[src/logic/rvIsaPkg.sv]
`default_nettype none

package rvIsaPkg;

    typedef logic [31:0] wordT;    // Data or instruction word
    typedef logic [4:0]  regAddrT; // Register index
    typedef logic [6:0]  opcodeT;
    typedef logic [2:0]  funct3T;

    // Major opcodes of the supported subset
    localparam opcodeT OpReg   = 7'b0110011;
    localparam opcodeT OpImm   = 7'b0010011;
    localparam opcodeT OpLoad  = 7'b0000011;
    localparam opcodeT OpStore = 7'b0100011;

    // funct3 codes for the ALU functions
    localparam funct3T F3AddSub = 3'b000;
    localparam funct3T F3Sll    = 3'b001;
    localparam funct3T F3Slt    = 3'b010;
    localparam funct3T F3Xor    = 3'b100;
    localparam funct3T F3Srl    = 3'b101;
    localparam funct3T F3Or     = 3'b110;
    localparam funct3T F3And    = 3'b111;

    // funct7 bit that turns add into sub and srl into sra
    localparam int Funct7AltBit = 30;

endpackage

`default_nettype wire

[src/logic/regFile.sv]
`timescale 1ns/1ps
`default_nettype none

module regFile import rvIsaPkg::*; (
    input  wire     CLK,
    input  regAddrT rs1,
    input  regAddrT rs2,
    input  regAddrT rd,
    input  logic    we,
    input  wordT    wd,
    output wordT    rd1,
    output wordT    rd2
);

    wordT regs [1:31]; // x0 has no storage

    always_ff @(posedge CLK) begin
        if (we && rd != '0) begin
            regs[rd] <= wd;
        end
    end

    assign rd1 = (rs1 == '0) ? '0 : regs[rs1];
    assign rd2 = (rs2 == '0) ? '0 : regs[rs2];

endmodule

`default_nettype wire

[config.mk]
export PLATFORM = sky130hd
export DESIGN_NAME = regFile
export DESIGN_NICKNAME = d
export VERILOG_FILES = /design/src/logic/rvIsaPkg.sv /design/src/logic/regFile.sv
export SDC_FILE = /design/constraint.sdc
export NUM_CORES = 1
export LEC_CHECK = 0
export BUFFER_PORTS_ARGS = -buffer_cell sky130_fd_sc_hd__buf_2
export CAP_MARGIN = 20
export CELL_PAD_IN_SITES_DETAIL_PLACEMENT = 0
export CELL_PAD_IN_SITES_GLOBAL_PLACEMENT = 1
export CORE_UTILIZATION = 50
export DETAILED_ROUTE_END_ITERATION = 8
export PLACE_DENSITY = 0.73
export SETUP_SLACK_MARGIN = 0.4
export SLEW_MARGIN = 20
export SYNTH_ARGS = -nofsm -noshare
export SYNTH_HDL_FRONTEND = slang
export SYNTH_SLANG_ARGS = --single-unit
[constraint.sdc]
create_clock -name CLK -period 4.1 [get_ports CLK]
set_clock_uncertainty 0.15 [all_clocks]
set_input_delay 0.41 -clock CLK [delete_from_list [all_inputs] [get_ports CLK]]
set_output_delay 0.41 -clock CLK [all_outputs]
set_load 0.01 [all_outputs]
==> metrics.txt <==
CP Launch Type input port; Die X 307 um; setup TNS after final layout 0 ns; GRT Util Overall 31.4%; Die Ht 307 um; Synth Net Count 2642; CTS tree yes; Largest Register regs; post-CTS sizing 0; Remaining DRCs 0; max cap viols 0; P&R area growth vs syn 14.0%; Rel. slew slack 26.8%; synthesized instance count 2593; Routed Antenna Nets 0; fmax 270 MHz; Hold Crit Class input port to flop; remaining global-route overflow 0; synth warn 0; Crit. End Element primary output; Yosys top cell area share 64.1%; detailed-route wire length per cell 35.9 um; initial antenna violation count 11; worst slew pin tran 1.10 ns; Pwr Density 435 nW/um2; area of the mapped netlist 46500 um2; vias in the first global route 28300; nets 2816; status completed; delay of the slowest critical-path stage 0.94 ns; layout cell share with drive strength beyond 1 29.4%; Core Region 91900 um2; Synth cell types 38; leakage 17.8 nW; crit-path max FO 25; minimum clock period 3.70 ns; Max IR drop VDD 316 uV; Die ar. 94200 um2; #FFs+latches synth 992; Final GP Congestion 0.854; Final Hold Fails 0; root buffer selected by CTS clkbuf_16; top cells by area, synth edfxtp_1 64%, mux4_2 16%, mux2i_1 6.7%; crit path cell chain buf_4 -> and2_1 -> a22oi_1 -> and3_1 -> a31oi_1 -> buf_2; Post-CTS Hold Buffers 0; hpwl dp 88600 um; number of flip-flops in the largest register 992; Worst path top cell family by delay simple AND/OR/NAND/NOR gates; CP Data Required Time 3.54 ns; DRT Pass-1 Iters 6; WP buf/inv 2; DR vias/cell 6.89; first-pass GRT wire length 208000 um; commonest cells after routing, fill and taps aside 992 x edfxtp_1, 340 x mux4_2, 311 x mux2i_1; total routed wirelength 147000 um; crit share post-route 90.2%; most common cell after layout, fill and taps aside edfxtp_1; Initial Util 50.6%; IO Port Bufs 112; initial DRC count 3937; CTS Buffer Depth 3; register area share after synthesis 64.1%; H-tree Lvls 3; Crit Path Class input port to primary output; Largest regs regs x992; Post-synth EDFFs 992; Top Ports 113; largest net degree at the start of global routing 90; clock-pin slew on the worst setup and hold paths 0.06 ns; Data arrival, critical path 3.14 ns; Synth async-reset ratio 0%; ys flop type edfxtp_1; standard-cell rows 111; final core utilization 57.6%; vias 28200; Yosys top cell by area edfxtp_1; Num CTS Buffers 103; Setup violations, final 0; CP max stage cell and2_1; Post-CTS Setup Bufs 0; # clock sinks 992; RSZ-0062 raised after global routing false; syn avg cell area 17.9 um2; Max Slew Vio Count 0
-- through the flow --
stage               power, W  instances  hold slack (ns)  setup WS, ns  area (um2)
finish                0.0230       4100           0.0805         0.401       53000
global placement      0.0136       3905            0.743         0.539       49500
global route          0.0236       4094           0.0950         0.415       53000
CTS                   0.0231       4093           0.0592         0.511       53000
detailed placement    0.0136       3905            0.771         0.509       49500
floorplan             0.0127       2593            0.359          1.12       46500
-- area by class of cell --
cell class                      count  area (um2)
Antenna cell                        7        17.5
Tap cell                         1243        1560
Clock buffer                      122        2730
Inverter                            1        3.75
Sequential cell                   992       29800
Clock inverter                     66         684
Multi-Input combinational cell   1397       15900
Timing Repair Buffer              272        2310
Fill cell                        6898       39000
-- synth_stat cells (17+ instances only) --
master / n
o21ai_0: 17
buf_6: 20
mux2i_1: 311
buf_4: 20
nor2_1: 114
mux2_2: 28
a22o_1: 46
a22oi_1: 94
a311o_1: 31
nand4_1: 17
clkbuf_1: 86
buf_2: 63
a211oi_1: 17
nand3_1: 51
edfxtp_1: 992
mux4_2: 340
a211o_1: 31
a21oi_1: 66
nand2_1: 86
nor2b_1: 36
and2_1: 34
-- kinds of logic (layout without fill, tap and decap cells) --
group	Yosys count	in the layout	share of synthesized area (%)
and+or+nand+nor	369	369	3.78
DFF	992	992	64.1
other	0	7	0
muxes	695	695	24.6
AOI/OAI and AO/OA	333	333	5.20
buffers and inverters	204	461	2.39
-- routing by layer --
layer / GRT usage [%] / share of wire (%) / up-vias / wire length, um
met4: 10.4 / 3.0 / 6 / 4420
met2: 49.7 / 48 / 1677 / 70400
met3: 6.36 / 9.7 / 267 / 14300
li1: - / - / 11200 / -
met1: 43.7 / 39 / 15000 / 58200
met5: 0 / 0.023 / - / 34
-- power by group --
| part | total (W) | switching, W | leakage (nW) | internal, W |
|---|---|---|---|---|
| clock | 0.00959 | 0.00398 | 1.69 | 0.00561 |
| combinational | 0.00209 | 0.00126 | 7.13 | 0.000830 |
| sequential | 0.0113 | 0.0000545 | 8.94 | 0.0113 |
| total | 0.0230 | 0.00530 | 17.8 | 0.0177 |
-- path summary, 6_finish.rpt --
check	start	endpoint	slack, ns	cells past startpoint
setup / recovery	rs2[1]	rd2[12]	0.40	6
hold / removal	wd[14]	regs[30][14]$_DFFE_PP_	0.08	1
(Power assumes the default switching activity.)
