$ cat config.mk
export PLATFORM = sky130hd
export DESIGN_NAME = dataMem
export DESIGN_NICKNAME = d
export VERILOG_FILES = /design/src/logic/rvIsaPkg.sv /design/src/logic/dataMem.sv
export SDC_FILE = /design/constraint.sdc
export NUM_CORES = 2
export LEC_CHECK = 0
export BUFFER_PORTS_ARGS = -buffer_cell sky130_fd_sc_hd__buf_2
export CAP_MARGIN = 20
export CORE_MARGIN = 2
export CORE_UTILIZATION = 55
export CTS_BUF_LIST = sky130_fd_sc_hd__clkbuf_2
export CTS_CLUSTER_DIAMETER = 40
export DETAILED_ROUTE_END_ITERATION = 10
export GPL_ROUTABILITY_DRIVEN = 1
export GPL_TIMING_DRIVEN = 0
export PLACE_DENSITY = 0.71
export SLEW_MARGIN = 0
export SYNTH_ARGS = -nofsm -noshare
export SYNTH_HDL_FRONTEND = slang
export SYNTH_SLANG_ARGS = --single-unit
$ cat constraint.sdc
create_clock -name CLK -period 3.9 [get_ports CLK]
set_clock_uncertainty 0.05 [all_clocks]
set_input_delay 0.195 -clock CLK [delete_from_list [all_inputs] [get_ports CLK]]
set_output_delay 0.195 -clock CLK [all_outputs]
set_load 0.01 [all_outputs]
$ cat src/logic/rvIsaPkg.sv
`default_nettype none

package rvIsaPkg;

    typedef logic [31:0] wordT;    // Data or instruction word
    typedef logic [4:0]  regAddrT; // Register index
    typedef logic [6:0]  opcodeT;
    typedef logic [2:0]  funct3T;

    // Major opcodes of the supported subset
    localparam opcodeT OpReg   = 7'b0110011;
    localparam opcodeT OpImm   = 7'b0010011;
    localparam opcodeT OpLoad  = 7'b0000011;
    localparam opcodeT OpStore = 7'b0100011;

    // funct3 codes for the ALU functions
    localparam funct3T F3AddSub = 3'b000;
    localparam funct3T F3Sll    = 3'b001;
    localparam funct3T F3Slt    = 3'b010;
    localparam funct3T F3Xor    = 3'b100;
    localparam funct3T F3Srl    = 3'b101;
    localparam funct3T F3Or     = 3'b110;
    localparam funct3T F3And    = 3'b111;

    // funct7 bit that turns add into sub and srl into sra
    localparam int Funct7AltBit = 30;

endpackage

`default_nettype wire

$ cat src/logic/dataMem.sv
`timescale 1ns/1ps
`default_nettype none

module dataMem import rvIsaPkg::*; #(
    parameter int DMemWords = 64
) (
    input  wire  CLK,
    input  wordT addr,
    input  logic we,
    input  wordT wd,
    output wordT rdata
);

    localparam int DAddrBits = $clog2(DMemWords);

    wordT mem [DMemWords];
    logic [DAddrBits-1:0] wordAddr;

    assign wordAddr = addr[DAddrBits+1:2];

    // Start from a cleared memory
    initial begin
        for (int i = 0; i < DMemWords; i++) begin
            mem[i] = '0;
        end
    end

    always_ff @(posedge CLK) begin
        if (we) begin
            mem[wordAddr] <= wd;
        end
    end

    assign rdata = mem[wordAddr];

endmodule

`default_nettype wire

==> flow_metrics.env <==
export IMPL_grtUsageTotal=0.321
export IMPL_syn_nets=4273
export IMPL_place_congestion=0.992
export IMPL_ir_drop_mv=0.279
export IMPL_synth_edf_count=2048
export IMPL_synth_xor_area_frac=0
export IMPL_slew_headroom=0.175
export IMPL_tightest_slew_ps=1240
export IMPL_fin_crit_sh=1.19
export IMPL_ys_top_cells_by_count="2048 x edfxtp_1, 259 x mux2i_1, 188 x a22oi_1, 175 x a221oi_1, 168 x clkbuf_1"
export IMPL_regMostFlops="mem"
export IMPL_power_total_mw=41.2
export IMPL_root_buffer="clkbuf_2"
export IMPL_place_ws_ps=-1370
export IMPL_synth_cells=4207
export IMPL_cts_tree="done"
export IMPL_grt_start_max_net_pins=65
export IMPL_worst_setup_path_end_kind="primary output"
export IMPL_fin_crit_ps=4660
export IMPL_min_path_type="primary input to flop"
export IMPL_hold_violations=0
export IMPL_synth_most_common_cell="edfxtp_1"
export IMPL_critPathArrivalTime_ps=4410
export IMPL_critical_path_class="flop to primary output"
export IMPL_fmax_mhz=215
export IMPL_synth_area_top_cells="edfxtp_1 79%, mux2i_1 3.3%, mux4_2 2.8%"
export IMPL_synthSimpleGateAreaFrac=0.0283
export IMPL_ant_nets=0
export IMPL_outcome="complete, but fails checks"
export IMPL_area_growth_pct=16.7
export IMPL_finalWirelength_mm=237
export IMPL_reg_top3="mem (2048)"
export IMPL_layout_setup_ws_ps=-758
export IMPL_die_h_um=381
export IMPL_synth_compound_area_frac=0.0873
export IMPL_critPathMaxFanout=1
export IMPL_synth_cell_type_count=55
export IMPL_place_area_mm2=0.0836
export IMPL_ys_seq_area_frac=0.786
export IMPL_cts_htree_levels=5
export IMPL_rows=138
export IMPL_ys_seq_elements=2048
export IMPL_path_clk_slew_ps=100
export IMPL_cp_required_ps=3650
export IMPL_design_area_mm2=0.0913
export IMPL_ys_warn_count=0
export IMPL_post_route_drc_count=1
export IMPL_viasPerCell=6.65
export IMPL_slew_violations=0
export IMPL_cap_viol_max_count=0
export IMPL_worstHoldStart="wd[9]"
export IMPL_slowest_delay_ps=650
export IMPL_clkSinkCount=2048
export IMPL_start_util=0.554
export IMPL_hpwl_mm=153
export IMPL_port_buffers=70
export IMPL_first_iter_violations=8291
export IMPL_vias=48255
export IMPL_leakage_nw=30.2
export IMPL_netlist_area_mm2=0.0783
export IMPL_coreArea_mm2=0.141
export IMPL_crit_slowest_cell="or4_4"
export IMPL_nFillCells=9527
export IMPL_grt_ovfl_total=0
export IMPL_power_density_mw_per_mm2=451
export IMPL_setup_viol_count_final=32
export IMPL_violations="design-rule violations, negative setup slack"
export IMPL_worstPathCellList="mux4_2 > mux2i_2 > nor2_1 > or4b_4 > or4_4 > buf_6"
export IMPL_holdPathStages=3
export IMPL_io_pins=98
export IMPL_largest_reg_flops=2048
export IMPL_ys_async_sr_fraction=0
export IMPL_synth_top_family_by_area="compound AO/OA/AOI/OAI gates"
export IMPL_first_pass_iters=11
export IMPL_grt_pass1_wl_mm=330
export IMPL_netlist_area_leader_share=0.786
export IMPL_cts_setup_buffers=0
export IMPL_synth_area_leader_cell="edfxtp_1"
export IMPL_ys_flop_type="edfxtp_1"
export IMPL_synthMuxAreaShare=0.0819
export IMPL_avgRoutedWirePerCell_um=32.7
export IMPL_drive_above_1_share=0.295
export IMPL_critPathBufInv=1
export IMPL_die_w_um=381
export IMPL_cts_buffers=494
export IMPL_die_area_mm2=0.145
export IMPL_nNetsFinal=5046
export IMPL_clockBufferDepth=4
export IMPL_whs_endpoint="mem[60][9]"
export IMPL_avgSynthCellArea_um2=18.6
export IMPL_antenna_found_initial=12
export IMPL_synth_fa_ha_area_frac=0
export IMPL_rsz0062_at_grt="yes"
export IMPL_crit_family="simple AND/OR/NAND/NOR gates"
export IMPL_start_kind="flop"
export IMPL_grt_pass1_vias=46568
[cell usage in the layout, fill, tap and decap left out, types with 85 or more instances in the layout]
cell,n
dlygate4sd3_1,90
clkbuf_1,139
mux4_2,96
clkbuf_2,739
mux2i_1,224
a21oi_1,118
mux2_2,146
buf_2,108
a22oi_1,184
clkinv_1,136
a221oi_1,154
edfxtp_1,2048
o22ai_1,85
[logic make-up (layout without fill, tap and decap cells)]
logic type	after synthesis	count (layout)
multiplexers	502	502
flip-flops	2048	2048
AND/OR/NAND/NOR	424	424
other	0	13
buffers and inverters	300	1448
AO/OA/AOI/OAI	933	933
[cell type report]
cell class	count	area, µm²	share of cell area
plain buffers	298	1470	0.0161
repair buffers	277	4050	0.0444
well taps	1890	2360	0.0259
flip-flops and latches	2048	61500	0.673
multi-input cells	1859	17600	0.193
diodes	13	32.5	0.000356
inverters	2	7.51	0.0000822
clock inverters	160	726	0.00795
clock buffers	711	3560	0.0390
[worst max-delay path by stage]
stage / from / end / slack, ps / cells past startpoint
2_1_floorplan: addr[4] / mem[15][0] / 420 / 8
4_1_cts: mem[21][11] / rdata[11] / -890 / 6
3_3_place_gp: addr[4] / mem[21][21] / -2680 / 9
5_1_grt: mem[21][11] / rdata[11] / -910 / 6
6_report: mem[31][13] / rdata[13] / -760 / 6
3_5_place_dp: addr[4] / rdata[28] / -1370 / 12
[routing by layer]
metal / part of all wire / track usage
met1: 0.36 / 0.435
met2: 0.45 / 0.479
met3: 0.15 / 0.107
met4: 0.048 / 0.141
met5: 0.00011 / 0
[where the power goes]
part           leakage [nW]  switching, mW  internal [mW]
clock                  3.30           8.44           5.14
combinational          8.43           2.16           1.08
sequential             18.4         0.0353           24.3
total                  30.2           10.6           30.5
[through the flow]
step	setup TNS (ps)	util	instances	hold WS, ps
after CTS	-16820	0.641	7241	7.65
after floorplan	0	-	4207	244
after detailed placement	-1456370	0.591	6260	615
after global placement	-4526280	0.573	6167	889
final	-13880	0.646	7258	183
after global routing	-17570	0.646	7254	91.5
[timing repair]
action	in CTS	in global routing
gates cloned	0	0
hold buffers	110	2
gates resized for setup	335	118
setup endpoints to repair	32	32
pin swaps	67	42
hold endpoints to repair	4096	11
(Power assumes the default switching activity.)
