**src/logic/rvIsaPkg.sv**
```systemverilog
`default_nettype none

package rvIsaPkg;

    typedef logic [31:0] wordT;    // Data or instruction word
    typedef logic [4:0]  regAddrT; // Register index
    typedef logic [6:0]  opcodeT;
    typedef logic [2:0]  funct3T;

    // Major opcodes of the supported subset
    localparam opcodeT OpReg   = 7'b0110011;
    localparam opcodeT OpImm   = 7'b0010011;
    localparam opcodeT OpLoad  = 7'b0000011;
    localparam opcodeT OpStore = 7'b0100011;

    // funct3 codes for the ALU functions
    localparam funct3T F3AddSub = 3'b000;
    localparam funct3T F3Sll    = 3'b001;
    localparam funct3T F3Slt    = 3'b010;
    localparam funct3T F3Xor    = 3'b100;
    localparam funct3T F3Srl    = 3'b101;
    localparam funct3T F3Or     = 3'b110;
    localparam funct3T F3And    = 3'b111;

    // funct7 bit that turns add into sub and srl into sra
    localparam int Funct7AltBit = 30;

endpackage

`default_nettype wire

```
**src/logic/instFetch.sv**
```systemverilog
`timescale 1ns/1ps
`default_nettype none

module instFetch import rvIsaPkg::*; #(
    parameter int IMemWords = 64
) (
    input  wire  CLK,
    input  wire  RST,
    input  logic imemWe,
    input  wordT imemAddr,
    input  wordT imemData,
    output wordT pc,
    output wordT inst
);

    localparam int IAddrBits = $clog2(IMemWords);

    wordT mem [IMemWords];

    always_ff @(posedge CLK) begin
        if (RST) begin
            pc <= '0;
        end else begin
            pc <= pc + 32'd4;
        end
    end

    // Boot loader writes only while the core is held in reset
    always_ff @(posedge CLK) begin
        if (RST && imemWe) begin
            mem[imemAddr[IAddrBits+1:2]] <= imemData;
        end
    end

    assign inst = mem[pc[IAddrBits+1:2]]; // Word address

endmodule

`default_nettype wire

```
**config.mk**
```make
export PLATFORM = sky130hd
export DESIGN_NAME = instFetch
export DESIGN_NICKNAME = d
export VERILOG_FILES = /design/src/logic/rvIsaPkg.sv /design/src/logic/instFetch.sv
export SDC_FILE = /design/constraint.sdc
export NUM_CORES = 2
export LEC_CHECK = 0
export BUFFER_PORTS_ARGS = -buffer_cell sky130_fd_sc_hd__buf_2
export CAP_MARGIN = 40
export CORE_ASPECT_RATIO = 2
export CORE_MARGIN = 2
export CORE_UTILIZATION = 40
export CTS_CLUSTER_DIAMETER = 120
export DETAILED_ROUTE_END_ITERATION = 16
export PLACE_DENSITY_LB_ADDON = 0.15
export RECOVER_POWER = 50
export SYNTH_ARGS = -nofsm -noshare
export SYNTH_HDL_FRONTEND = slang
export SYNTH_SLANG_ARGS = --single-unit
```
**constraint.sdc**
```tcl
create_clock -name CLK -period 8.59 [get_ports CLK]
set_input_delay 2.1475 -clock CLK [delete_from_list [all_inputs] [get_ports CLK]]
set_output_delay 2.1475 -clock CLK [all_outputs]
set_load 0.005 [all_outputs]
```
==> qor.csv <==
stage;metric;value;unit
global_routing;grtUsageMet1;24.1;%
sta;setup_viol;0;
routing;route.detailed.drc;0;
synthesis;ys_types;45;
worst_setup_path;crit_type;reg -> out;
routing;drtAntennaViolNets;0;
placed_design;place_congestion;0.729;
synthesis;synth_seq_cells;2078;
layout;nFillCells;16444;
flow_run;maxCapViolCount;33;
synthesis;async_flop_share;0;%
worst_hold_path;hold_path_class;reg -> reg;
global_routing;grt_max_degree;125;
layout;finalCoreUtilization;45.4;%
global_routing;grt_pass1_vias;39095;
floorplanning;dieArea;203000;sq um
synthesis;synth-simple-area-share;1.50;%
sta;layout_min_cycle_time;6.68;ns
clock_tree;cts_tree;done;
worst_setup_path;cp-end-kind;primary output;
clock_tree;clk_path_buf_depth;4;
floorplanning;start_util;40.2;%
routing;first_iter_violations;3102;
global_routing;grt_overflow;0;
synthesis;avgSynthCellArea;22.7;sq um
power;ir_drop;131;uV
power;combPwrFrac;5.7;%
layout;ff_latch_area;62100;sq um
clock_tree;cts-hold-fix-buffers;0;
layout;drive_gt1_share;29.5;%
worst_setup_path;path_max_fanout;39;
synthesis;ys_seq_area_share;78.0;%
global_routing;met3_usage;2.33;%
global_routing;gr-usage-met2;36.6;%
power;leakage;0.0270;uW
floorplanning;die_x;320;microns
worst_hold_path;whs_path_depth;2;
worst_setup_path;worstPathCellList;buf_4, and3_1, buf_4, a211oi_1, o311a_1, buf_2;
power;switching_share;21.2;%
sta;fin_tns_setup;0;ns
power;switchingPower;4350;uW
status;violations;capacitance limit, slew limit;
power;pwr-share-clk;39.7;%
synthesis;synth_ff_type;edfxtp_1;
global_routing;grt_use_total;19.7;%
worst_setup_path;max_stage_delay;1.21;ns
synthesis;synth_fa_ha_area_share;0.0157;%
routing;num_vias;36740;
sta;rsz0062_at_grt;no;
sta;skew;0.00966;ns
worst_setup_path;start_kind;flop;
clock_tree;cts_buffers;188;
power;internal_power;16200;uW
worst_setup_path;ff2ff_path_depth;6;
floorplanning;fp.coreArea;198000;sq um
sta;period_share;77.7;%
routing;first_pass_iters;5;
floorplanning;rows;231;
global_routing;antenna_found_initial;13;
synthesis;synth_edf_count;2048;
worst_setup_path;cp_slowest_cell;dfxtp_1;
sta;holdWs;0.520;ns
sta;drv_slew;1900;
synthesis;synth_xor_area_share;0.264;%
worst_setup_path;cp_num_buf_inv;3;
global_routing;grt_pass1_wl;286000;microns
power;power_density;228;nW/um^2
routing;routed_wl;200000;microns
power;p_seq_share;54.6;%
sta;slew_headroom;-127;%
synthesis;synthMuxAreaShare;16.7;%
worst_setup_path;crit_top_cell;buf_4;
sta;tightestPinTransition;3.41;ns
floorplanning;die_y;635;microns
layout;multi_input_area;17100;sq um
worst_setup_path;cp_top_family;buffers and inverters;
placed_design;io_buffers;102;
layout;area_growth;12.8;%
synthesis;syn_area;79700;sq um
status;status;finished with violations;
clock_tree;post_cts_buffers;0;
clock_tree;path_clk_slew;0.06;ns
clock_tree;cts-root-buf;clkbuf_16;
clock_tree;clk_latency;0.82;ns
routing;viasPerCell;5.69;
synthesis;synth-compound-area-share;2.33;%
global_routing;top_usage_layer;met2;
worst_setup_path;required;6.44;ns
placed_design;dpl.hpwl;117000;microns
synthesis;synth_top_family_by_area;multiplexers;
worst_setup_path;cp_data_arrival_time;4.53;ns
synthesis;synthCells;3504;
sta;hold_viol;0;
clock_tree;clock_sinks;2078;
floorplanning;io_pins;131;
sta;max_freq;0.150;GHz
clock_tree;post_cts_resized;0;
routing;wire_per_inst;31.0;microns
synthesis;synth.yosys.warnings;0;
clock_tree;htreeDepth;4;
layout;fin_nets;3822;
worst_setup_path;cp_num_cells;6;
[sequential cells by signal (all words and copies together) (netlist names)]
| register | flops |
|---|---|
| pc | 30 |
| mem | 2048 |
[per-layer routing]
layer,up-vias,routed length (microns)
li1,15378,-
met1,20162,77300
met3,306,7760
met2,890,110000
met4,4,5140
met5,-,27
[worst paths after layout]
| kind | startpoint | end | slack (ns) |
|---|---|---|---|
| setup / recovery | pc[7]$_SDFF_PP0_ | inst[17] | 1.91 |
| hold / removal | pc[14]$_SDFF_PP0_ | pc[14]$_SDFF_PP0_ | 0.52 |
| setup reg to reg | pc[7]$_SDFF_PP0_ | pc[28]$_SDFF_PP0_ | 4.45 |
| hold reg to reg | pc[14]$_SDFF_PP0_ | pc[14]$_SDFF_PP0_ | 0.52 |
[cell usage after synthesis (33+ instances only)]
| master | number | area, sq um |
|---|---|---|
| a21oi_1 | 82 | 410 |
| mux4_2 | 513 | 11600 |
| nor2b_1 | 38 | 238 |
| nand2_1 | 33 | 124 |
| a211oi_1 | 66 | 495 |
| o22ai_1 | 47 | 294 |
| mux2i_1 | 49 | 490 |
| nor2_1 | 95 | 357 |
| clkbuf_1 | 86 | 323 |
| buf_2 | 49 | 245 |
| buf_4 | 34 | 255 |
| edfxtp_1 | 2048 | 61500 |
| mux2_2 | 109 | 1230 |
[power by group through the flow]
stage	logic, uW	registers [uW]	clock network (uW)
floorplan	748	11400	0
global placement	1180	11400	0
detailed placement	1220	11400	0
CTS	1220	11200	8350
global route	1250	11200	8680
finish	1160	11200	8150
[cells by family after synthesis]
family | after synthesis
buffers and inverters | 204
other | 1
AND/OR/NAND/NOR | 247
flip-flops | 2078
adder cells (fa/ha/maj) | 1
AO/OA/AOI/OAI | 278
multiplexers | 671
XOR/XNOR | 24
[worst min-delay path, delay by kind of cell (launching register included)]
kind	cells	cell delay [ns]
AOI/OAI and AO/OA	2	0.14
DFF	1	0.33
[layout by cell type, fill, tap and decap left out, drive strengths merged, types with 4 or more instances in the layout]
cell type     n
inv           6
diode         4
nand2        33
clkbuf      291
a211o        14
a211oi       66
nand3        33
o311a        16
a22o         14
buf         196
nor2         95
or3           5
o21ai        18
edfxtp     2048
mux4        513
nand3b        4
dfxtp        30
a21oi        82
o22ai        47
bufinv       14
nor3         11
clkinv       83
xnor2        19
nand4         5
mux2        109
nor2b        38
nor4          7
mux2i        49
a22oi        17
xor2          5
[final cells by class]
cell class	count	area share, %
clock inverters	101	0.955
multi-input cells	1223	19.0
clock buffers	229	5.48
inverters	5	0.0209
repair buffers	258	1.89
diodes	4	0.0111
flip-flops and latches	2078	69.1
well taps	2563	3.57
[per-stage QoR]
step / total power [uW] / setup WS (ns) / instances / area [sq um]
after floorplan: 12100 / 3.20 / 3505 / 79700
after global placement: 12600 / 2.75 / 6103 / 84000
after detailed placement: 12600 / 2.78 / 6127 / 84500
after CTS: 20800 / 1.95 / 6457 / 90300
after global routing: 21200 / 1.73 / 6458 / 89900
final: 20500 / 1.91 / 6461 / 89900
No activity file was read; power rests on OpenSTA's default activity.
