<file path="config.mk">
export PLATFORM = sky130hd
export DESIGN_NAME = execUnit
export DESIGN_NICKNAME = d
export VERILOG_FILES = /design/src/logic/rvIsaPkg.sv /design/src/logic/cpuCtrlPkg.sv /design/src/logic/execUnit.sv
export SDC_FILE = /design/constraint.sdc
export NUM_CORES = 1
export LEC_CHECK = 0
export BUFFER_PORTS_ARGS = -buffer_cell sky130_fd_sc_hd__buf_2
export CAP_MARGIN = 15
export CELL_PAD_IN_SITES_DETAIL_PLACEMENT = 2
export CELL_PAD_IN_SITES_GLOBAL_PLACEMENT = 2
export CORE_UTILIZATION = 36
export DETAILED_ROUTE_END_ITERATION = 10
export PLACE_DENSITY = 0.95
export SYNTH_ARGS = -nofsm -noshare
export SYNTH_HDL_FRONTEND = slang
export SYNTH_SLANG_ARGS = --single-unit
</file>
<file path="constraint.sdc">
create_clock -name vclk -period 10.2
set_input_delay 1.02 -clock vclk [all_inputs]
set_output_delay 1.02 -clock vclk [all_outputs]
set_load 0.01 [all_outputs]
</file>
<file path="src/logic/rvIsaPkg.sv">
`default_nettype none

package rvIsaPkg;

    typedef logic [31:0] wordT;    // Data or instruction word
    typedef logic [4:0]  regAddrT; // Register index
    typedef logic [6:0]  opcodeT;
    typedef logic [2:0]  funct3T;

    // Major opcodes of the supported subset
    localparam opcodeT OpReg   = 7'b0110011;
    localparam opcodeT OpImm   = 7'b0010011;
    localparam opcodeT OpLoad  = 7'b0000011;
    localparam opcodeT OpStore = 7'b0100011;

    // funct3 codes for the ALU functions
    localparam funct3T F3AddSub = 3'b000;
    localparam funct3T F3Sll    = 3'b001;
    localparam funct3T F3Slt    = 3'b010;
    localparam funct3T F3Xor    = 3'b100;
    localparam funct3T F3Srl    = 3'b101;
    localparam funct3T F3Or     = 3'b110;
    localparam funct3T F3And    = 3'b111;

    // funct7 bit that turns add into sub and srl into sra
    localparam int Funct7AltBit = 30;

endpackage

`default_nettype wire

</file>
<file path="src/logic/cpuCtrlPkg.sv">
`default_nettype none

package cpuCtrlPkg;
    import rvIsaPkg::*;

    typedef enum logic [2:0] {
        AluAdd,
        AluSub,
        AluAnd,
        AluOr,
        AluXor,
        AluSlt,
        AluSll,
        AluSrl
    } aluOpT;

    typedef struct packed {
        logic  regWrite;
        logic  aluSrc;   // Immediate as second operand
        logic  memWrite;
        logic  memToReg;
        aluOpT aluOp;
    } ctrlT;

    typedef struct packed {
        regAddrT rs1;
        regAddrT rs2;
        regAddrT rd;
        wordT    imm; // Sign extended
    } decodedT;

endpackage

`default_nettype wire

</file>
<file path="src/logic/execUnit.sv">
`timescale 1ns/1ps
`default_nettype none

module execUnit import rvIsaPkg::*; import cpuCtrlPkg::*; (
    input  ctrlT ctrl,
    input  wordT a,
    input  wordT b,
    input  wordT imm,
    output wordT result
);

    wordT opB;
    logic [4:0] shamt;

    assign opB   = ctrl.aluSrc ? imm : b;
    assign shamt = opB[4:0]; // Low five bits only

    always_comb begin
        case (ctrl.aluOp)
            AluAdd:  result = a + opB;
            AluSub:  result = a - opB;
            AluAnd:  result = a & opB;
            AluOr:   result = a | opB;
            AluXor:  result = a ^ opB;
            AluSlt:  result = ($signed(a) < $signed(opB)) ? 32'd1 : 32'd0;
            AluSll:  result = a << shamt;
            AluSrl:  result = a >> shamt; // Logical
            default: result = '0;
        endcase
    end

endmodule

`default_nettype wire

</file>
==> results of run 1 <==
[layer usage]
layer  global-route usage (%)  vias to the layer above
li1                         -                     4929
met1                     49.6                     5854
met2                     65.5                      760
met3                     8.86                      236
met4                     20.9                        0
met5                        0                        -
[worst max-delay path, cell delays in order]
cell and delay (ns):
buf_2 0.27, buf_4 0.50, mux2i_1 0.49, ha_1 0.47, or4_1 0.64, nand4b_1 0.22
a211oi_1 0.73, nor3_1 0.14, o21ai_0 0.21, a21oi_1 0.13, o41ai_1 0.76, mux2i_1 0.15
o21ai_0 0.22, buf_2 0.17
[synthesized netlist by cell type (all sizes together), types with 5 or more instances]
| cell type | n |
|---|---|
| or3 | 6 |
| nor3 | 21 |
| nand2 | 132 |
| a311oi | 5 |
| buf | 33 |
| xnor2 | 31 |
| o21bai | 9 |
| o211ai | 35 |
| a31oi | 15 |
| o311ai | 7 |
| a22oi | 10 |
| a211oi | 29 |
| a21o | 13 |
| nand3 | 33 |
| mux2i | 88 |
| nor2 | 157 |
| nand4 | 6 |
| a222oi | 17 |
| o21a | 8 |
| o2111ai | 6 |
| mux4 | 22 |
| o41ai | 5 |
| nand2b | 9 |
| clkbuf | 62 |
| o21ai | 101 |
| a221oi | 14 |
| o31ai | 7 |
| a32oi | 13 |
| inv | 104 |
| a21oi | 126 |
| nor4 | 5 |
| nor2b | 9 |
| ha | 105 |
[cell families (layout without fill, tap and decap cells)]
kind of cell,after synthesis,in the layout,synth area share [%]
AOI/OAI and AO/OA,458,458,34.9
adders and majority gates,107,107,15.7
and+or+nand+nor,399,399,20.1
buffers and inverters,201,255,9.04
muxes,111,111,16.6
xor gates and xnor gates,35,35,3.56
[power groups by stage]
stage | Sequential (W) | Combinational (W) | Clock, W
5_1_grt | 0 | 0.000799 | 0
2_1_floorplan | 0 | 0.000458 | 0
3_5_place_dp | 0 | 0.000729 | 0
3_3_place_gp | 0 | 0.000677 | 0
6_report | 0 | 0.000765 | 0
4_1_cts | 0 | 0.000732 | 0
[per-stage QoR]
step,setup slack [ns],cell area [µm²]
3_5_place_dp,3.20,9440
6_report,3.01,9440
4_1_cts,3.17,9440
3_3_place_gp,3.36,9440
2_1_floorplan,3.97,8600
5_1_grt,2.88,9440
[cell usage in the layout, fill, tap and decap left out, types with 31 or more instances in the layout]
master      n
nand2_1   132
nor2_1    156
ha_1      105
a21oi_1   126
inv_1     100
nand3_1    33
buf_2     132
o21ai_0   101
o211ai_1   35
mux2i_1    84
xnor2_1    31
[layout make-up]
type	instances	area (µm²)
well taps	319	399
multi-input cells	1110	7850
fillers	2948	14000
inverters	106	400
repair buffers	149	788
[path summary, 6_finish.rpt]
kind	to	cells after the start
setup / recovery	result[30]	14
hold / removal	result[0]	4
==> results.toml, run 1 <==
[run_status]
run_status = "completed"

[floorplanning]
die_h_um = 157
die-area_um2 = 24500
rows = 56
core_area_um2 = 23500
start_util_pct = 36.6
pin_count = 135
die_w_um = 157

[placement]
place_congestion = 1.06
place_inst = 1684
port_buffers = 132
dp_hpwl_um = 39700

[synth]
synth_top_area_share_pct = 15.3
yosys.cell_types.count = 67
synthTopCellsByArea = "ha_1 (15%), mux2i_1 (10%), a21oi_1 (7.3%)"
netlist_area_um2 = 8600
synth_area_leader_cell = "ha_1"
seq_area_frac_synth_pct = 0
syn_inst = 1311
yosys_warnings = 0
synth_area_per_cell_um2 = 6.56
synthesis.nets = 1521

[pwr]
p_int_w = 0.000248
switchingPower_w = 0.000517
power_density_nw_per_um2 = 81.0
clkPwrFrac_pct = 0
seqPwrFrac_pct = 0
peakVddDrop_mv = 0.0412
swShare_pct = 67.5
leakage_nw = 4.26
p_comb_share_pct = 100.0
power_w = 0.000765

[route]
wl_met2_um = 22600
wl_met3_um = 5250
drt_iter0_markers = 1462
vias_per_cell = 6.99
drc = 0
top_layer_used = "met4"
wire_per_inst_um = 29.7
dr.pass1.iters = 6
totalWireLength_um = 50100
vias = 11800
wl_met1_um = 19200
drtAntennaViolNets = 0

[sta]
hold_ws_ns = 2.67
rsz0062_at_grt = "false"
hold_viol_final = 0
relSlewSlack_pct = 17.8
setup_viol = 0
max_slew.worst_pin.slew_ns = 1.23
fmax_ghz = 0.139
drv_slew = 0
fin_setup_tns_ns = 0
finalCriticalPeriod_ns = 7.19
timing.final.crit_share_pct = 70.5

[grt]
grt_overflow = 0
antenna_found_initial = 1
grt_pass1_wl_um = 75200
grt_max_degree = 65
grt_pass1_vias = 12300
track_usage_pct = 40.3

[cells_and_area]
seq_cell_count = 0
nClkBuffers = 0
area_growth_pct = 9.72
fin_nets = 1577
drive_above_1_share_pct = 13.5
seq_area_um2 = 0
final_util_pct = 40.2
finalNonFillerCells = 1684
n_antenna_cell = 0

[clock_tree]
cts_resized = 0
hold_buffers = 0
cts_setup_buffers = 0

[setup_path]
start_kind = "input pin"
end_kind = "output port"
cp.arrival_ns = 6.17
cp_max_fo = 28
cp.required_ns = 9.18
critPathKind = "in -> out"
cp-startpoint = "ctrl[5]"

[min_path]
hold_class = "in -> out"
min-delay-start = "ctrl[2]"

[flow_run]
maxCapViolations = 0
(Power assumes the default switching activity.)
==> inputs of run 2 (changes only) <==
- CORE_UTILIZATION: 36 -> 30
- PLACE_DENSITY: 0.95 -> 0.92
- clock period: 10.2 -> 6 ns (I/O delays scaled with it)
==> results.toml, run 2 (synthesis results as in run 1) <==
[sta]
drv_slew = 0
rsz0062_at_grt = "false"
hold_viol_final = 0
setup_viol = 0
fmax_ghz = 0.175
timing.final.crit_share_pct = 95.2
relSlewSlack_pct = 16.2
finalCriticalPeriod_ns = 5.71
hold_ws_ns = 1.90
max_slew.worst_pin.slew_ns = 1.25
fin_setup_tns_ns = 0

[setup_path]
end_kind = "output port"
cp_max_fo = 7
critPathTopFamily = "compound AO/OA/AOI/OAI gates"
max_stage_delay_ns = 0.67
crit_chain = "buf_2 > mux2i_1 > ha_1 > or2_2 > o211ai_1 > a31oi_1 > o41ai_1 > a41oi_1 > o21ai_0 > xnor2_1 > a221oi_1 > o311ai_0 > buf_2"
start_kind = "input pin"
cp.arrival_ns = 5.11
slowest_stage = "o41ai_1"
critical_path_buf_inv_count = 2
critPathKind = "in -> out"
cp.required_ns = 5.40
cpMostUsedCell = "buf_2"

[floorplanning]
core_area_um2 = 28000
die-area_um2 = 29300
die_w_um = 171
rows = 61
start_util_pct = 30.7
pin_count = 135
die_h_um = 171

[cells_and_area]
seq_area_um2 = 0
final_cell_mix = "nor2_1 (156), nand2_1 (132), buf_2 (132), a21oi_1 (126), ha_1 (105)"
design_area_um2 = 9570
area_growth_pct = 11.3
finalNonFillerCells = 1751
fin_nets = 1585
drive_above_1_share_pct = 14.0
layout_commonest_cell = "nor2_1"
n_antenna_cell = 0
seq_cell_count = 0
nClkBuffers = 0

[pwr]
switchingPower_w = 0.000848
power_density_nw_per_um2 = 133
clkPwrFrac_pct = 0
seqPwrFrac_pct = 0
peakVddDrop_mv = 0.0591
p_int_w = 0.000425
leakage_nw = 4.30
power_w = 0.00127
swShare_pct = 66.6
p_comb_share_pct = 100.0

[route]
vias_per_cell = 6.50
drc = 0
wire_per_inst_um = 27.5
drt_iter0_markers = 1286
drtAntennaViolNets = 0
dr.pass1.iters = 8
totalWireLength_um = 48100
vias = 11400

[min_path]
hold_class = "in -> out"

[placement]
place_congestion = 1.04
place_inst = 1751
port_buffers = 132
dp_hpwl_um = 38500
place_area_um2 = 9570

[grt]
grt_pass1_vias = 11600
grt_overflow = 0
track_usage_pct = 32.1
grt_pass1_wl_um = 71600
grt_max_degree = 83
antenna_found_initial = 1

[run_status]
run_status = "completed"

[clock_tree]
cts_resized = 0
hold_buffers = 0
cts_setup_buffers = 0

[flow_run]
maxCapViolations = 0
[run 2: through the flow]
step,utilization (%),setup slack (ns)
after floorplan,-,0.612
after global placement,34.2,0.570
after detailed placement,34.2,0.421
after CTS,34.2,0.422
after global routing,34.2,0.158
final,34.2,0.287
[run 2: worst paths after layout]
check | startpoint | to | slack [ns] | cells past startpoint
max | ctrl[5] | result[27] | 0.29 | 13
min | ctrl[2] | result[0] | 1.90 | 4
[run 2: power by group through the flow]
stage               Clock, W  Sequential, W  Combinational (W)
floorplan                  0              0           0.000778
global placement           0              0            0.00118
detailed placement         0              0            0.00123
CTS                        0              0            0.00123
global route               0              0            0.00135
finish                     0              0            0.00127
[run 2: layer usage]
| metal | share of wire [%] | track usage [%] | up-vias |
|---|---|---|---|
| met4 | 4.3 | 12.0 | 0 |
| met5 | 0 | 0 | - |
| met1 | 40 | 42.0 | 5676 |
| li1 | - | - | 4941 |
| met2 | 45 | 52.3 | 631 |
| met3 | 10 | 5.71 | 137 |
[run 2: area by class of cell]
cell class | instances | area [µm²]
fillers | 3477 | 18400
inverters | 106 | 400
multi-input cells | 1110 | 7850
well taps | 378 | 473
repair buffers | 157 | 848
==> inputs of run 3 (changes only) <==
- RECOVER_POWER: default -> 25
==> results.toml, run 3 (synthesis results as in run 1) <==
[cells_and_area]
seq_area_um2 = 0
design_area_um2 = 9550
fill_cells = 3484
fin_nets = 1585
finalNonFillerCells = 1751
area_growth_pct = 11.0
nClkBuffers = 0
seq_cell_count = 0
layout_commonest_cell = "nor2_1"
n_antenna_cell = 0
final_cell_mix = "nor2_1 (156), nand2_1 (132), buf_2 (128), a21oi_1 (126), ha_1 (105)"
drive_above_1_share_pct = 13.6

[placement]
place_area_um2 = 9570
place_congestion = 1.04
port_buffers = 132
place_inst = 1751
dp_hpwl_um = 38500

[setup_path]
slowest_stage = "o41ai_1"
cp_max_fo = 7
end_kind = "output port"
start_kind = "input pin"
cpMostUsedCell = "buf_2"
cp.arrival_ns = 5.09
max_stage_delay_ns = 0.67
crit_chain = "buf_2 > mux2i_1 > ha_1 > or2_2 > o211ai_1 > a31oi_1 > o41ai_1 > a41oi_1 > o21ai_0 > xnor2_1 > a221oi_1 > o311ai_0 > buf_2"
critPathKind = "in -> out"
cp.required_ns = 5.40

[clock_tree]
cts_setup_buffers = 0
hold_buffers = 0
cts_resized = 0

[sta]
hold_viol_final = 0
hold_ws_ns = 1.89
fmax_ghz = 0.176
max_slew.worst_pin.slew_ns = 1.24
rsz0062_at_grt = "false"
timing.final.crit_share_pct = 94.8
drv_slew = 0
relSlewSlack_pct = 16.4
fin_setup_tns_ns = 0
finalCriticalPeriod_ns = 5.69
setup_viol = 0

[floorplanning]
die_w_um = 171
pin_count = 135
core_area_um2 = 28000
die_h_um = 171
start_util_pct = 30.7
rows = 61
die-area_um2 = 29300

[run_status]
run_status = "completed"

[pwr]
peakVddDrop_mv = 0.0590
power_w = 0.00127
leakage_nw = 4.29
power_density_nw_per_um2 = 133

[route]
drtAntennaViolNets = 0
dr.pass1.iters = 9
drt_iter0_markers = 1257
drc = 0
vias_per_cell = 6.48
totalWireLength_um = 48100
wire_per_inst_um = 27.5
vias = 11400

[min_path]
hold_class = "in -> out"

[flow_run]
maxCapViolations = 0

[grt]
grt_pass1_vias = 11600
grt_overflow = 0
grt_pass1_wl_um = 71600
antenna_found_initial = 1
track_usage_pct = 32.1
grt_max_degree = 83
## run 3: cell count changes in the layout (fill, tap and decap cells not counted), sizes merged
cell	delta
buf	-5
clkbuf	+5
## run 3: stage by stage
| step | setup WS (ns) | utilization [%] |
|---|---|---|
| floorplan | 0.612 | - |
| global placement | 0.570 | 34.2 |
| detailed placement | 0.421 | 34.2 |
| CTS | 0.422 | 34.2 |
| global route | 0.186 | 34.1 |
| finish | 0.311 | 34.1 |
## run 3: cell type report
class / count / area [µm²] / area share [%]
multi-input cells: 1110 / 7840 / 82.0
repair buffers: 157 / 841 / 8.81
well taps: 378 / 473 / 4.95
inverters: 106 / 400 / 4.19
## run 3: path summary, 6_finish.rpt
kind,endpoint,from,depth (start not counted)
max,result[27],ctrl[5],13
min,result[0],ctrl[2],4
## run 3: critical path: cells and delay by family
family          cells  cell delay (ns)
compound gates      7             2.42
mux                 1             0.60
buf+inv             2             0.59
fa+ha+maj           1             0.43
simple gates        1             0.34
xor+xnor            1             0.09
## run 3: where the power goes
| part | total [W] | internal [W] | switching (W) |
|---|---|---|---|
| Sequential | 0 | 0 | 0 |
| Clock | 0 | 0 | 0 |
| Combinational | 0.00127 | 0.000423 | 0.000847 |
## run 3: layer usage
metal	global-route usage [%]	up-vias	part of all wire [%]	routed length, µm
met1	42.0	5674	40	19400
met5	0	-	0	0
met4	12.0	0	4.2	2010
li1	-	4946	-	-
met3	5.71	130	10	4840
met2	52.3	603	45	21800
